--- src/wb_pkg.sv ---
// ==============================
// Write-back stage types, enums and width constants
// ==============================

package wb_pkg;

    // ==============================
    // Widths
    // ==============================
    localparam int XLEN      = 32;
    localparam int REG_SEL_W = 5;
    localparam int MASK_W    = XLEN / 8;
    // Byte offset within a word
    localparam int OFS_W     = 2;

    // Low two bits of funct3
    typedef enum logic [1:0] {
        BYTE = 2'b00,
        HALF = 2'b01,
        WORD = 2'b10
    } mem_size_t;

    // ==============================
    // Execute to write-back
    // ==============================
    typedef struct packed {
        // Memory address or ALU value
        logic [XLEN-1:0]      result1;
        // Store data or branch target
        logic [XLEN-1:0]      result2;
        logic [REG_SEL_W-1:0] rd;
        logic                 rd_write;
        logic                 ld;
        logic                 st;
        logic                 branch;
        // Unsigned flag on top of a mem_size_t
        logic [2:0]           funct3;
    } pipe_exwb_t;

    // Access descriptor shared by both aligners
    typedef struct packed {
        logic [OFS_W-1:0] offset;
        mem_size_t        size;
        logic             is_unsigned;
        // Access crosses into the next word
        logic             split;
    } lsu_req_t;

    // Memory access FSM
    typedef enum logic [1:0] {
        IDLE  = 2'b00,
        BEAT0 = 2'b01,
        BEAT1 = 2'b10,
        DONE  = 2'b11
    } lsu_state_t;

endpackage

--- src/load_align.sv ---
// ==============================
// Load data assembly, shift and sign/zero extension
// ==============================

`timescale 1ns/100ps

module load_align
    import wb_pkg::*;
(
    input  logic            clk,
    input  logic            reset,
    input  lsu_req_t        req,
    input  logic            capture,
    input  logic            beat_sel,
    input  logic [XLEN-1:0] data_rd_data,
    output logic [XLEN-1:0] load_data
);

    logic [XLEN-1:0]   first_word;
    logic [2*XLEN-1:0] pair;
    logic [2*XLEN-1:0] shifted;
    logic [XLEN-1:0]   extended;
    logic              last_beat;
    logic              sign;

    assign last_beat = capture & (beat_sel | ~req.split);

    // Low word of a split access
    always_ff @(posedge clk) begin
        if (capture && !beat_sel) first_word <= data_rd_data;
    end

    always_comb begin
        if (req.split) begin
            pair = {data_rd_data, first_word};
        end else begin
            pair = {{XLEN{1'b0}}, data_rd_data};
        end
        shifted = pair >> {req.offset, 3'b000};

        case (req.size)
            BYTE: begin
                sign     = ~req.is_unsigned & shifted[7];
                extended = {{(XLEN-8){sign}}, shifted[7:0]};
            end
            HALF: begin
                sign     = ~req.is_unsigned & shifted[15];
                extended = {{(XLEN-16){sign}}, shifted[15:0]};
            end
            default: begin
                sign     = 1'b0;
                extended = shifted[XLEN-1:0];
            end
        endcase
    end

    // Result held for the write-back cycle after the last grant
    always_ff @(posedge clk) begin
        if (reset) begin
            load_data <= '0;
        end else if (last_beat) begin
            load_data <= extended;
        end
    end

endmodule

--- src/lsu_ctrl.sv ---
// ==============================
// Load/store FSM that sequences one or two aligned beats
// ==============================

`timescale 1ns/100ps

module lsu_ctrl
    import wb_pkg::*;
(
    input  logic            clk,
    input  logic            reset,
    input  logic            start,
    input  pipe_exwb_t      op,
    input  logic            data_gnt,
    output lsu_req_t        req,
    output logic [XLEN-1:0] data_addr,
    output logic            data_rd_req,
    output logic            data_wr_req,
    output logic            beat_sel,
    output logic            capture,
    output logic            lsu_done,
    output logic            busy
);

    lsu_state_t            state;
    lsu_state_t            state_nxt;
    logic [XLEN-OFS_W-1:0] word_addr;
    logic                  is_store;
    logic                  in_beat;
    mem_size_t             size_nxt;
    logic                  split_nxt;

    // Split when the access runs past byte 3 of the word
    always_comb begin
        size_nxt = mem_size_t'(op.funct3[1:0]);
        case (size_nxt)
            HALF:    split_nxt = (op.result1[OFS_W-1:0] == 2'd3);
            WORD:    split_nxt = (op.result1[OFS_W-1:0] != 2'd0);
            default: split_nxt = 1'b0;
        endcase
    end

    // ==============================
    // State machine
    // ==============================
    always_comb begin
        state_nxt = state;
        case (state)
            IDLE: begin
                if (start) state_nxt = BEAT0;
            end
            BEAT0: begin
                if (data_gnt) state_nxt = req.split ? BEAT1 : DONE;
            end
            BEAT1: begin
                if (data_gnt) state_nxt = DONE;
            end
            // A new access may start right away
            DONE: begin
                state_nxt = start ? BEAT0 : IDLE;
            end
            default: state_nxt = IDLE;
        endcase
    end

    always_ff @(posedge clk) begin
        if (reset) begin
            state    <= IDLE;
            is_store <= 1'b0;
        end else begin
            state <= state_nxt;
            if (start) is_store <= op.st;
        end
    end

    // Access descriptor and word address
    always_ff @(posedge clk) begin
        if (start) begin
            word_addr       <= op.result1[XLEN-1:OFS_W];
            req.offset      <= op.result1[OFS_W-1:0];
            req.size        <= size_nxt;
            req.is_unsigned <= op.funct3[2];
            req.split       <= split_nxt;
        end else if (state == BEAT0 && data_gnt && req.split) begin
            // Step to the next word for the second beat
            word_addr <= word_addr + 1'b1;
        end
    end

    assign in_beat     = (state == BEAT0) || (state == BEAT1);
    assign data_addr   = {word_addr, {OFS_W{1'b0}}};
    assign data_rd_req = in_beat & ~is_store;
    assign data_wr_req = in_beat & is_store;
    assign beat_sel    = (state == BEAT1);
    assign capture     = data_rd_req & data_gnt;
    assign lsu_done    = (state == DONE);
    assign busy        = in_beat;

endmodule

--- src/store_align.sv ---
// ==============================
// Store data rotation and per-beat byte mask
// ==============================

`timescale 1ns/100ps

module store_align
    import wb_pkg::*;
(
    input  lsu_req_t          req,
    input  logic              beat_sel,
    input  logic [XLEN-1:0]   store_data,
    output logic [XLEN-1:0]   data_wr_data,
    output logic [MASK_W-1:0] data_wr_mask
);

    logic [MASK_W-1:0]   size_mask;
    logic [2*XLEN-1:0]   data_pair;
    logic [2*MASK_W-1:0] mask_pair;

    // Bytes touched by the access before shifting
    always_comb begin
        case (req.size)
            BYTE:    size_mask = {{(MASK_W-1){1'b0}}, 1'b1};
            HALF:    size_mask = {{(MASK_W-2){1'b0}}, 2'b11};
            default: size_mask = '1;
        endcase
    end

    // Upper half only used by a split access
    always_comb begin
        data_pair = {{XLEN{1'b0}}, store_data} << {req.offset, 3'b000};
        mask_pair = {{MASK_W{1'b0}}, size_mask} << req.offset;
    end

    // ==============================
    // Beat select
    // ==============================
    always_comb begin
        if (beat_sel) begin
            data_wr_data = data_pair[2*XLEN-1:XLEN];
            data_wr_mask = mask_pair[2*MASK_W-1:MASK_W];
        end else begin
            data_wr_data = data_pair[XLEN-1:0];
            data_wr_mask = mask_pair[MASK_W-1:0];
        end
    end

endmodule

--- src/wb_stage.sv ---
// ==============================
// Write-back stage top, handshake and register-write mux
// ==============================

`timescale 1ns/100ps

module wb_stage
    import wb_pkg::*;
(
    input  logic                 clk,
    input  logic                 reset,
    input  pipe_exwb_t           execute,
    input  logic                 pipe_in_vld,
    output logic                 pipe_in_rdy,
    output logic [XLEN-1:0]      regwr_data,
    output logic [REG_SEL_W-1:0] regwr_sel,
    output logic                 regwr_en,
    output logic [XLEN-1:0]      branch_target,
    output logic                 branch,
    output logic [XLEN-1:0]      data_addr,
    input  logic [XLEN-1:0]      data_rd_data,
    output logic [XLEN-1:0]      data_wr_data,
    output logic [MASK_W-1:0]    data_wr_mask,
    output logic                 data_rd_req,
    output logic                 data_wr_req,
    input  logic                 data_gnt
);

    logic                 accept;
    logic                 mem_start;
    logic                 busy;
    logic                 lsu_done;
    logic                 beat_sel;
    logic                 capture;
    lsu_req_t             lsu_req;
    logic [XLEN-1:0]      load_data;
    logic [XLEN-1:0]      store_data;
    logic                 alu_wr;
    logic [XLEN-1:0]      alu_data;
    logic [REG_SEL_W-1:0] alu_sel;
    logic                 ld_wr;
    logic [REG_SEL_W-1:0] ld_sel;
    logic                 ld_commit;

    assign pipe_in_rdy = ~busy;
    assign accept      = pipe_in_vld & pipe_in_rdy;
    assign mem_start   = accept & (execute.ld | execute.st);

    // ==============================
    // ALU and branch results
    // ==============================
    always_ff @(posedge clk) begin
        if (reset) begin
            alu_wr <= 1'b0;
            branch <= 1'b0;
            ld_wr  <= 1'b0;
        end else begin
            alu_wr <= accept & execute.rd_write & ~execute.ld & ~execute.st;
            branch <= accept & execute.branch;
            if (mem_start) ld_wr <= execute.ld & execute.rd_write;
        end
    end

    always_ff @(posedge clk) begin
        if (accept) begin
            alu_data      <= execute.result1;
            alu_sel       <= execute.rd;
            branch_target <= execute.result2;
        end
        // Held until the memory access completes
        if (mem_start) begin
            ld_sel     <= execute.rd;
            store_data <= execute.result2;
        end
    end

    // Register-write mux
    assign ld_commit  = lsu_done & ld_wr;
    assign regwr_en   = alu_wr | ld_commit;
    assign regwr_data = ld_commit ? load_data : alu_data;
    assign regwr_sel  = ld_commit ? ld_sel : alu_sel;

    // ==============================
    // Memory access blocks
    // ==============================
    lsu_ctrl u_lsu_ctrl (
        .clk        (clk),
        .reset      (reset),
        .start      (mem_start),
        .op         (execute),
        .data_gnt   (data_gnt),
        .req        (lsu_req),
        .data_addr  (data_addr),
        .data_rd_req(data_rd_req),
        .data_wr_req(data_wr_req),
        .beat_sel   (beat_sel),
        .capture    (capture),
        .lsu_done   (lsu_done),
        .busy       (busy)
    );

    load_align u_load_align (
        .clk         (clk),
        .reset       (reset),
        .req         (lsu_req),
        .capture     (capture),
        .beat_sel    (beat_sel),
        .data_rd_data(data_rd_data),
        .load_data   (load_data)
    );

    store_align u_store_align (
        .req         (lsu_req),
        .beat_sel    (beat_sel),
        .store_data  (store_data),
        .data_wr_data(data_wr_data),
        .data_wr_mask(data_wr_mask)
    );

endmodule

--- config.mk ---
export PLATFORM = sky130hd
export DESIGN_NAME = wb_stage
export DESIGN_NICKNAME = d
export VERILOG_FILES = /design/src/wb_pkg.sv /design/src/load_align.sv /design/src/lsu_ctrl.sv /design/src/store_align.sv /design/src/wb_stage.sv
export SDC_FILE = /design/constraint.sdc
export NUM_CORES = 1
export LEC_CHECK = 0
export ABC_AREA = 1
export BUFFER_PORTS_ARGS = -buffer_cell sky130_fd_sc_hd__buf_2
export CAP_MARGIN = 20
export CORE_ASPECT_RATIO = 0.9
export CORE_UTILIZATION = 55
export CTS_CLUSTER_SIZE = 30
export DETAILED_ROUTE_END_ITERATION = 6
export PLACE_DENSITY = 0.91
export SETUP_SLACK_MARGIN = 0.05
export SLEW_MARGIN = 30
export SYNTH_ARGS = -nofsm -noshare
export SYNTH_HDL_FRONTEND = slang
export SYNTH_HIERARCHICAL = 1
export SYNTH_SLANG_ARGS = --single-unit
export TNS_END_PERCENT = 30
--- constraint.sdc ---
create_clock -name clk -period 6.5 [get_ports clk]
set_input_delay 0.65 -clock clk [delete_from_list [all_inputs] [get_ports clk]]
set_output_delay 0.65 -clock clk [all_outputs]
set_load 0.01 [all_outputs]
Word level (Yosys, flattened, before mapping) --
Cells that the tools add are included.
Word-level totals: logic and storage cells 80, register bits after elaboration 212, output and inout bits 142
Cells by class: $add $sub $neg 1, shifts and indexed selects 3, reduce and logical (&&, ||, !) cells 10, mux-type cells 16, bitwise logic cells 23, eq/ne operators 10
Operators with widths (number):
- $mux W32 | 2
- $mux W64 | 1
- $pmux W32 S2 | 1
- $shl A32 B5 Y64 | 1
- $shr A64 B5 Y32 | 1
- $mux W30 | 2
- $add A30 B1 Y30 const B | 1
- $and A1 B1 Y1 | 14
- $eq A2 B2 Y1 const B | 4
- $pmux W2 S4 | 1
- $pmux W4 S2 | 1
- $shl A4 B2 Y8 | 1
- $eq A2 B1 Y1 const B | 3
- $mux W2 | 3
- $not A1 Y1 | 6
- $mux W5 | 1
- $logic_not A2 Y1 | 2
- $mux W4 | 1
- $ne A2 B2 Y1 const B | 2
- $reduce_bool A2 Y1 | 2
- $logic_and A1 B1 Y1 | 3
- $or A1 B1 Y1 | 3
- $reduce_and A3 Y1 | 1
- $mux W1 | 2
- other kinds (4) | 4

Logic depth before layout (Yosys ltp) --
Gate-level depths: netlist of run 1.
depth after elaboration 7, gate-level depth with buffers 13

Hierarchy --
The synthesis of run 1 kept the hierarchy.
Modules (own cells, without submodules):
- load_align | area each 3943.8 um^2, cells an instance 588, times used 1, seq. area each 1601.5 um^2
- wb_stage | area each 3863.7 um^2, cells an instance 250, times used 1, seq. area each 3243.1 um^2
- lsu_ctrl | area each 2661.3 um^2, cells an instance 346, times used 1, seq. area each 1141.1 um^2
- store_align | area each 1003.5 um^2, cells an instance 239, times used 1, seq. area each 0.0 um^2

Worst setup path before layout of run 1 --
OpenSTA, ideal clock, no wires.
path kind reg2reg, start point register u_lsu_ctrl.state[0], end point register u_lsu_ctrl.word_addr[0] (enable), arrival time 4.925 ns, buffers on the path 1, cell stages (with the launch flop) 9, clock period less this slack 5.312 ns, path slack 1.188 ns, cells stage by stage dfxtp_1 inv_1 ha_1 nor2_2 nand2_1 inv_1 inv_2 buf_4 nand2_1
On the way: word-level cells in the longest chain between the ends 6, elaborated cells on any way between the ends 9, classes of those cells eq/ne (2); bitwise (3); reduce/logical (4)
RTL lines:
- start: declaration | RTL line lsu_ctrl.sv:25 | lsu_state_t state;
- start signal: assignment | RTL line lsu_ctrl.sv:71 | state <= state_nxt;
- $eq A2 B1 Y1 / $eq A2 B2 Y1 (equally long branches) | RTL line lsu_ctrl.sv:90 | assign in_beat = (state == BEAT0) || (state == BEAT1);
- $logic_or A1 B1 Y1 * | RTL line lsu_ctrl.sv:90
- net busy | RTL line wb_stage.sv:31 | logic busy;
- $not A1 Y1 * | RTL line wb_stage.sv:45 | assign pipe_in_rdy = ~busy;
- $and A1 B1 Y1 * | RTL line wb_stage.sv:46 | assign accept = pipe_in_vld & pipe_in_rdy;
- net accept | RTL line wb_stage.sv:29 | logic accept;
- $and A1 B1 Y1 * | RTL line wb_stage.sv:47 | assign mem_start = accept & (execute.ld | execute.st);
- net mem_start | RTL line wb_stage.sv:30 | logic mem_start;
- $reduce_bool A2 Y1 (no line) *
- end signal: assignment | RTL line lsu_ctrl.sv:79 | word_addr <= op.result1[XLEN-1:OFS_W];
- end signal: assignment | RTL line lsu_ctrl.sv:86 | word_addr <= word_addr + 1'b1;
- end: declaration | RTL line lsu_ctrl.sv:27 | logic [XLEN-OFS_W-1:0] word_addr;
Mark *: on every way through the listed nets, which the timed path passes. The rest lies on a longest branch. A chain may end at the register's enable or synchronous reset.

Final worst setup path of run 1 --
start point register u_lsu_ctrl.state[0], end point output data_wr_data[4]
On the way: word-level cells in the longest chain between the ends 2
RTL lines:
- $eq A2 B2 Y1 | RTL line lsu_ctrl.sv:94 | assign beat_sel = (state == BEAT1);
- net beat_sel | RTL line wb_stage.sv:33 | logic beat_sel;
- $mux W32 | RTL line store_align.sv:40 | if (beat_sel) begin
- end: declaration | RTL line wb_stage.sv:22 | output logic [XLEN-1:0] data_wr_data,
The timed path passes the listed nets, and every way through them passes these cells.

==> results of run 1 <==
==> per-layer routing <==
layer | up-vias | GRT usage, % | routed length, microns
met4 | 6 | 14.32 | 1426
met1 | 5046 | 38.47 | 12640
met5 | - | 0 | 43
met2 | 779 | 49.50 | 15480
li1 | 5073 | - | -
met3 | 125 | 5.781 | 3639
==> final timing paths <==
kind / from / to / slack (ps) / depth (start not counted)
hold reg to reg: u_lsu_ctrl/is_store$_SDFFE_PP0P_ / u_lsu_ctrl/is_store$_SDFFE_PP0P_ / 530 / 2
setup reg to reg: u_lsu_ctrl/state[0]$_SDFFE_PP0P_ / u_load_align/load_data[3]$_SDFFE_PP0P_ / 3660 / 9
hold / removal: data_rd_data[31] / u_load_align/first_word[31]$_DFFE_PP_ / 320 / 1
setup / recovery: u_lsu_ctrl/state[0]$_SDFFE_PP0P_ / data_wr_data[4] / 3210 / 8
==> registers in the layout, indices dropped and copies added, names as in the netlist <==
| name | flops |
|---|---|
| u_lsu_ctrl/is_store | 1 |
| u_load_align/first_word | 32 |
| branch_target | 32 |
| alu_sel | 5 |
| ld_wr | 1 |
| u_lsu_ctrl/req | 6 |
| alu_wr | 1 |
| u_lsu_ctrl/state | 2 |
| u_lsu_ctrl/word_addr | 30 |
| u_load_align/load_data | 32 |
| store_data | 32 |
| alu_data | 32 |
| branch | 1 |
| ld_sel | 5 |
==> cells by family after synthesis <==
| logic type | synth area share (%) |
|---|---|
| and+or+nand+nor | 36.10 |
| xor gates and xnor gates | 0.2291 |
| adders and majority gates | 0.8725 |
| DFF | 52.18 |
| other | 0.03269 |
| buffers and inverters | 7.013 |
| AOI/OAI and AO/OA | 3.578 |
==> metrics by stage <==
stage	util (%)	instances	total power [W]	area, sq um	hold slack (ps)
4_1_cts	66.26	1908	0.005654	13410	303.1
5_1_grt	66.32	1908	0.005994	13420	311.1
2_1_floorplan	-	1424	0.003667	11480	461.3
3_5_place_dp	62.68	1867	0.004373	12680	510.0
3_3_place_gp	62.68	1867	0.004300	12680	496.8
6_report	66.33	1909	0.005688	13420	324.9
==> final cells by class <==
class | instances | area (sq um) | share of cell area (%)
Timing Repair Buffer | 262 | 1350 | 10.06
Clock inverter | 13 | 121.4 | 0.9043
Sequential cell | 212 | 5986 | 44.60
Tap cell | 255 | 319.1 | 2.377
Antenna cell | 1 | 2.502 | 0.01865
Clock buffer | 28 | 604.3 | 4.503
Inverter | 91 | 344.1 | 2.564
Multi-Input combinational cell | 1047 | 4693 | 34.97
==> worst max-delay path, stage by stage (launching register included) <==
cell and delay (ps):
dfxtp_1 360, inv_1 100, ha_1 420, nor2_4 610, nand2_1 160, inv_2 200
nand2_1 70, nand2_1 70, buf_2 120
==> power groups by stage <==
stage | Sequential [W] | Combinational (W) | Clock [W]
4_1_cts | 0.00226 | 0.00211 | 0.00129
3_3_place_gp | 0.00227 | 0.00203 | 0
2_1_floorplan | 0.00228 | 0.00138 | 0
6_report | 0.00227 | 0.00214 | 0.00127
5_1_grt | 0.00231 | 0.00236 | 0.00133
3_5_place_dp | 0.00228 | 0.00209 | 0
==> cells in the final DEF (no fill, tap or decap), types with 13 or more instances in the layout <==
master,Yosys,final
a21oi_1,33,33
dfxtp_1,38,38
nand3_1,221,221
clkbuf_16,0,23
o21ai_0,16,16
nand2_2,13,13
nor2_1,142,141
nand2_1,554,554
edfxtp_1,174,174
buf_2,35,251
inv_1,79,78
==> flow_metrics.py, run 1 <==
metrics = {
    "status": {
        "status": "completed",
    },
    "synth": {
        "seq_area_frac_synth_pct": 52.18,
        "synthCells": 1423,
        "yosys.area.top_type": "edfxtp_1",
        "yosysWarningCount": 6,
        "yosysMostFrequentCell": "nand2_1",
        "synth_commonest_cells": "nand2_1 (554), nand3_1 (221), edfxtp_1 (174), nor2_1 (142), inv_1 (79)",
        "yosys-top-cells-area": "edfxtp_1 (46%), nand2_1 (18%), nand3_1 (9.6%)",
        "syn_area_per_cell_sq_um": 8.062,
        "synth_top_area_share_pct": 45.54,
        "synth_edf_count": 174,
        "async_flop_share_pct": 0,
        "synth_area_sq_mm": 0.01147,
        "ys.flop_type": "edfxtp_1",
        "ys_ff_latch": 212,
        "yosys.cell_types.count": 37,
    },
    "placement": {
        "io_buffers": 251,
        "dp_slack_ps": 3687,
        "place_congestion": 0.9480,
        "place_hpwl_microns": 22970,
    },
    "cts": {
        "cts_sinks": 212,
        "cts_root_buf": "clkbuf_16",
        "cts_resized": 0,
        "post-cts-setup-buffers": 0,
        "cts_made_buffers": 23,
        "clkTransAtPathRegs_ps": 60,
        "postCtsHoldBufs": 0,
        "htree_num_levels": 1,
        "cts_buffer_depth": 3,
        "clk_latency_ps": 520,
        "cts_tree": "yes",
    },
    "cells_and_area": {
        "fin_nets": 1757,
        "syn_to_final_growth_pct": 16.98,
        "num-fill-cells": 1634,
        "drive_above_1_share_pct": 21.17,
    },
    "global_routing": {
        "grt_pass1_vias": 10218,
        "track_usage_pct": 30.13,
        "grt_pass1_wl_microns": 51210,
        "grt_max_degree": 107,
        "grt.overflow.total": 0,
        "antenna_found_initial": 3,
    },
    "floorplan": {
        "die_h_microns": 139.0,
        "initial_core_util_pct": 56.70,
        "ioPinCount": 254,
        "rows": 49,
        "design.core.area_sq_mm": 0.02023,
        "fp.dieW_microns": 154.2,
        "die_area_sq_mm": 0.02144,
    },
    "timing": {
        "tightest_slew_ps": 785.7,
        "setup_viol": 0,
        "relSlewSlack_pct": 47.54,
        "fin_ws_ps": 3211,
        "fmax_mhz": 304.1,
        "finalCritPeriodShare_pct": 50.60,
        "finClkSkew_ps": 16.05,
        "fin_tns_setup_ps": 0,
        "min_period_ps": 3289,
        "rsz0062_at_grt": "false",
        "slew_viol_final": 0,
        "hold_viol": 0,
    },
    "drt": {
        "first_pass_iters": 6,
        "viasPerCell": 5.777,
        "routedWlPerCell_microns": 17.40,
        "drt_iter0_drc": 1391,
        "ant_nets": 0,
        "num_vias": 11029,
        "drc": 0,
        "wl_microns": 33230,
    },
    "setup_path": {
        "cp.arrival_ps": 2640,
        "worstSetupStartpointType": "flip-flop",
        "cp-end-kind": "output port",
        "cp.required_ps": 5850,
        "crit_type": "flip-flop to output port",
        "cp_max_fo": 27,
    },
    "flow_run": {
        "maxCapViolCount": 0,
    },
    "power_and_ir_drop": {
        "comb_power_share_pct": 37.7,
        "clkPwrFrac_pct": 22.4,
        "swShare_pct": 39.97,
        "internal_power_w": 0.003415,
        "cellPowerDensity_mw_per_mm2": 423.9,
        "irDropWorstVdd_uv": 302.1,
        "total_leakage_power_nw": 6.425,
        "p_switching_w": 0.002274,
        "p_seq_share_pct": 39.9,
    },
    "worst_hold_path": {
        "hp-class": "input pin to flip-flop",
    },
}
Note: power is estimated with default switching activity, not from simulation.
==> run 2, diff against run 1 <==
- CORE_UTILIZATION: 55 -> 50
- PLACE_DENSITY: 0.91 -> 0.87
- clock period: 6.5 -> 2.8 ns (I/O delays scaled with it)
==> run 2 against run 1 <==
Against the previous run: register-to-register slack got worse by 3100 ps; global-route usage increased by 0.088 points; sequential share of layout area decreased by 3.9 points; clock power increased to 2.7 times the previous value; count of clock-buffer cells in the layout decreased by 3; final area increased by 9.7%; non-clock buffer count increased by 103; largest cell class unchanged; largest power group is now combinational logic.
==> flow_metrics.py, run 2 (synthesized netlist as in run 1, its figures left out) <==
metrics = {
    "cts": {
        "cts_sinks": 212,
        "cts_tree": "yes",
        "cts_root_buf": "clkbuf_16",
        "htree_num_levels": 1,
        "cts_resized": 0,
        "clkTransAtPathRegs_ps": 60,
        "cts_buffer_depth": 3,
        "clk_latency_ps": 520,
        "cts_made_buffers": 25,
    },
    "timing": {
        "min_period_ps": 2515,
        "tightest_slew_ps": 739.2,
        "setup_viol": 0,
        "rsz0062_at_grt": "false",
        "hold_viol": 0,
        "fin_ws_ps": 285.3,
        "slew_viol_final": 0,
        "fmax_mhz": 397.7,
        "finalCritPeriodShare_pct": 89.81,
        "relSlewSlack_pct": 50.72,
        "finClkSkew_ps": 14.33,
    },
    "power_and_ir_drop": {
        "total_leakage_power_nw": 6.937,
        "comb_power_share_pct": 38.1,
        "swShare_pct": 39.98,
        "p_switching_w": 0.005599,
        "clkPwrFrac_pct": 24.2,
        "internal_power_w": 0.008407,
        "cellPowerDensity_mw_per_mm2": 951.7,
        "irDropWorstVdd_uv": 503.1,
        "p_seq_share_pct": 37.7,
    },
    "drt": {
        "drc": 0,
        "viasPerCell": 5.504,
        "first_pass_iters": 6,
        "num_vias": 11328,
        "routedWlPerCell_microns": 17.62,
        "drt_iter0_drc": 1561,
        "ant_nets": 0,
        "wl_microns": 36260,
    },
    "global_routing": {
        "grt_pass1_wl_microns": 55800,
        "grt_max_degree": 75,
        "antenna_found_initial": 2,
        "grt.overflow.total": 0,
        "track_usage_pct": 30.22,
        "grt_pass1_vias": 10522,
    },
    "floorplan": {
        "ioPinCount": 254,
        "die_area_sq_mm": 0.02356,
        "die_h_microns": 145.7,
        "initial_core_util_pct": 50.96,
        "design.core.area_sq_mm": 0.02251,
        "rows": 52,
        "fp.dieW_microns": 161.7,
    },
    "cells_and_area": {
        "num-fill-cells": 1842,
        "layout.cells.most_common_list": "nand2_1 (551), buf_2 (251), nand3_1 (214), edfxtp_1 (174), nor2_1 (141)",
        "fin_nets": 1862,
        "drive_above_1_share_pct": 21.70,
        "syn_to_final_growth_pct": 28.28,
        "final_cells": 2058,
        "layout_commonest_cell": "nand2_1",
    },
    "placement": {
        "dp_slack_ps": 573.7,
        "dp_cells": 1917,
        "place_congestion": 0.9071,
        "io_buffers": 251,
        "place_hpwl_microns": 23970,
    },
    "setup_path": {
        "cp_max_fo": 16,
        "cp-end-kind": "output port",
        "worstSetupStartpoint": "u_lsu_ctrl/state[0]$_SDFFE_PP0P_",
        "crit_type": "flip-flop to output port",
        "worstSetupStartpointType": "flip-flop",
        "r2r-start": "u_lsu_ctrl/state[1]$_SDFFE_PP0P_",
        "cp.arrival_ps": 2230,
        "cp.required_ps": 2520,
    },
    "worst_hold_path": {
        "min-delay-start": "execute[44]",
        "hp-class": "input pin to flip-flop",
    },
    "flow_run": {
        "maxCapViolCount": 0,
    },
    "status": {
        "status": "completed",
    },
}
[run 2: cell types whose count changed in the layout (fill, tap and decap cells not counted), sizes merged]
cell and change:
inv +2, bufinv +2, buf +8, clkbuf -3, dlygate4sd3 +95, clkinvlp +3
[run 2: through the flow]
stage | hold WS, ps | utilization [%] | TNS, ps | power, W | instance area [sq um]
6_report | 15.55 | 65.37 | 0 | 0.01401 | 14720
4_1_cts | 0.6702 | 65.30 | 0 | 0.01389 | 14700
2_1_floorplan | 349.1 | - | -28370 | 0.008608 | 11590
3_5_place_dp | 472.5 | 57.30 | 0 | 0.01039 | 12900
3_3_place_gp | 471.1 | 57.30 | 0 | 0.01022 | 12900
5_1_grt | 1.372 | 65.37 | 0 | 0.01476 | 14720
[run 2: cell type report]
class | count | area, sq um | share of cell area (%)
Clock buffer | 25 | 625.6 | 4.251
Multi-Input combinational cell | 1047 | 4766 | 32.38
Clock inverter | 20 | 234.0 | 1.590
Timing Repair Buffer | 365 | 2379 | 16.16
Sequential cell | 212 | 5988 | 40.69
Inverter | 91 | 350.3 | 2.381
Antenna cell | 1 | 2.502 | 0.01700
Tap cell | 297 | 371.6 | 2.525
[run 2: metal layers]
metal,global-route usage (%),up-vias,wire (microns)
met5,0,-,12
met1,40.21,5222,14530
met2,50.43,723,17050
li1,-,5285,-
met4,10.57,2,1335
met3,4.360,96,3330
[run 2: power by group through the flow]
stage          clock, W  sequential (W)  combinational, W
2_1_floorplan         0         0.00529           0.00332
3_3_place_gp          0         0.00527           0.00495
3_5_place_dp          0         0.00530           0.00508
4_1_cts         0.00342         0.00526           0.00521
5_1_grt         0.00356         0.00538           0.00583
6_report        0.00339         0.00528           0.00533
[run 2: path summary, 6_finish.rpt]
| path | to | slack, ps | cells past startpoint |
|---|---|---|---|
| worst max-delay path | data_wr_data[18] | 290 | 7 |
| worst min-delay path | u_lsu_ctrl/req[4]$_DFFE_PP_ | 20 | 1 |
| worst min register to register | u_lsu_ctrl/is_store$_SDFFE_PP0P_ | 540 | 2 |
| worst max register to register | u_load_align/load_data[4]$_SDFFE_PP0P_ | 560 | 10 |
[run 2: critical path, cell delays in order (launching register included)]
cell and delay, ps:
dfxtp_2 330, inv_2 90, ha_1 500, nand2_2 120, inv_2 270, nand3_1 120
nand3_1 130, buf_2 140
[run 2: what timing repair did]
item | CTS | global route
hold buffers | 94 | 1
setup buffers | 0 | 0
hold endpoints to repair | 131 | 2
==> run 3, diff against run 2 <==
- RECOVER_POWER: not set -> 25
==> run 3 against run 2 <==
Against the previous run: sequential cell count is the same; critical path depth is the same; critical path type unchanged; die area is the same; clock power is essentially flat; first-iteration DRC count is essentially flat; fmax shrank 0.11%; non-clock buffer count is the same; worst setup slack lost 2.8 ps; via count shrank 0.56%; count of clock-buffer cells in the layout is the same.
==> flow_metrics.py, run 3 (synthesized netlist as in run 1, its figures left out) <==
metrics = {
    "timing": {
        "tightest_slew_ps": 777.2,
        "finalCritPeriodShare_pct": 89.91,
        "min_period_ps": 2517,
        "rsz0062_at_grt": "false",
        "hold_viol": 0,
        "hold-worst-slack_ps": 58.87,
        "setup_viol": 0,
        "finClkSkew_ps": 14.31,
        "relSlewSlack_pct": 48.18,
        "slew_viol_final": 0,
        "fmax_mhz": 397.2,
    },
    "global_routing": {
        "track_usage_pct": 30.22,
        "antenna_found_initial": 2,
        "grt_pass1_vias": 10522,
        "grt.overflow.total": 0,
        "grt_max_degree": 75,
        "grt_pass1_wl_microns": 55800,
    },
    "drt": {
        "drt_iter0_drc": 1560,
        "drc": 0,
        "viasPerCell": 5.473,
        "ant_nets": 0,
        "wl_microns": 36290,
        "num_vias": 11264,
        "first_pass_iters": 5,
        "routedWlPerCell_microns": 17.64,
    },
    "cts": {
        "cts_sinks": 212,
        "cts_tree": "yes",
        "clkTransAtPathRegs_ps": 60,
        "clk_latency_ps": 520,
        "cts_resized": 0,
        "cts_buffer_depth": 3,
        "htree_num_levels": 1,
        "cts_made_buffers": 25,
        "cts_root_buf": "clkbuf_16",
    },
    "cells_and_area": {
        "syn_to_final_growth_pct": 27.34,
        "layout_commonest_cell": "nand2_1",
        "fin_nets": 1862,
        "stdcell_area_sq_mm": 0.01461,
        "layout.cells.most_common_list": "nand2_1 (551), nand3_1 (214), edfxtp_1 (174), buf_2 (165), nor2_1 (141)",
        "num-fill-cells": 1910,
        "seqCellArea_sq_mm": 0.005988,
        "drive_above_1_share_pct": 16.82,
        "fin_util_pct": 64.90,
        "multiInputGateArea_sq_mm": 0.004766,
        "final_cells": 2058,
    },
    "setup_path": {
        "cp.required_ps": 2520,
        "cp.arrival_ps": 2240,
        "crit_type": "flip-flop to output port",
        "cp_max_fo": 16,
        "cp-end-kind": "output port",
        "worstSetupStartpointType": "flip-flop",
    },
    "power_and_ir_drop": {
        "total_leakage_power_nw": 6.701,
        "cellPowerDensity_mw_per_mm2": 957.7,
        "irDropWorstVdd_uv": 501.4,
    },
    "placement": {
        "place_hpwl_microns": 23970,
        "place_congestion": 0.9071,
        "io_buffers": 251,
        "dp_cells": 1917,
        "place_area_sq_mm": 0.01290,
    },
    "floorplan": {
        "rows": 52,
        "fp.dieW_microns": 161.7,
        "die_area_sq_mm": 0.02356,
        "initial_core_util_pct": 50.96,
        "ioPinCount": 254,
        "design.core.area_sq_mm": 0.02251,
        "die_h_microns": 145.7,
    },
    "worst_hold_path": {
        "hp-class": "input pin to flip-flop",
    },
    "flow_run": {
        "maxCapViolCount": 0,
    },
    "status": {
        "status": "completed",
    },
}
[run 3: cell types whose count changed in the layout (fill, tap and decap cells not counted), sizes merged]
cell / before / now
clkbuf: 25 / 111
buf: 270 / 184
[run 3: through the flow]
stage	power [W]	setup TNS, ps	worst slack (ps)
floorplan	0.008608	-28370	-423.8
finish	0.01399	0	282.6
CTS	0.01389	0	268.9
detailed placement	0.01039	0	573.7
global placement	0.01022	0	671.3
global route	0.01475	0	169.8
[run 3: power breakdown]
part	internal [W]	total [W]	switching, W
sequential	0.00465	0.00528	0.000637
combinational	0.00172	0.00531	0.00360
clock	0.00202	0.00339	0.00137
total	0.00839	0.0140	0.00560
[run 3: layout make-up]
class / instances / area share, %
multi-input combinational: 1047 / 32.62
clock inverter: 20 / 1.602
clock buffer: 25 / 4.282
inverter: 91 / 2.398
sequential: 212 / 40.99
tap: 297 / 2.544
timing repair buffer: 365 / 15.54
antenna: 1 / 0.01713
[run 3: final timing paths]
check                                                 startpoint                                     end  slack (ps)  cells after the start
worst max-delay path            u_lsu_ctrl/state[0]$_SDFFE_PP0P_                        data_wr_data[18]         280                      7
worst min-delay path                                  execute[4]        u_lsu_ctrl/is_store$_SDFFE_PP0P_          60                      3
worst max register to register  u_lsu_ctrl/state[1]$_SDFFE_PP0P_  u_load_align/load_data[4]$_SDFFE_PP0P_         540                     10
worst min register to register  u_lsu_ctrl/is_store$_SDFFE_PP0P_        u_lsu_ctrl/is_store$_SDFFE_PP0P_         540                      2
[run 3: metal layers]
layer / share of wire [%] / vias to the layer above / wire length (microns) / track usage, %
met2: 47 / 675 / 17110 / 50.43
met1: 40 / 5211 / 14620 / 40.21
met4: 3.5 / 2 / 1256 / 10.57
met5: 0.033 / - / 12 / 0
met3: 9.1 / 89 / 3289 / 4.360
li1: - / 5287 / - / -
[run 3: critical path: stages, from the launching register on]
cell     delay, ps
dfxtp_2        340
inv_2           90
ha_1           510
nand2_2        120
inv_2          260
nand3_1        120
nand3_1        130
buf_2          140
[run 3: timing repair]
action / 4_1_cts / 5_1_grt
setup buffers: 0 / 0
hold buffers: 94 / 1
endpoints found under the hold margin: 131 / 2
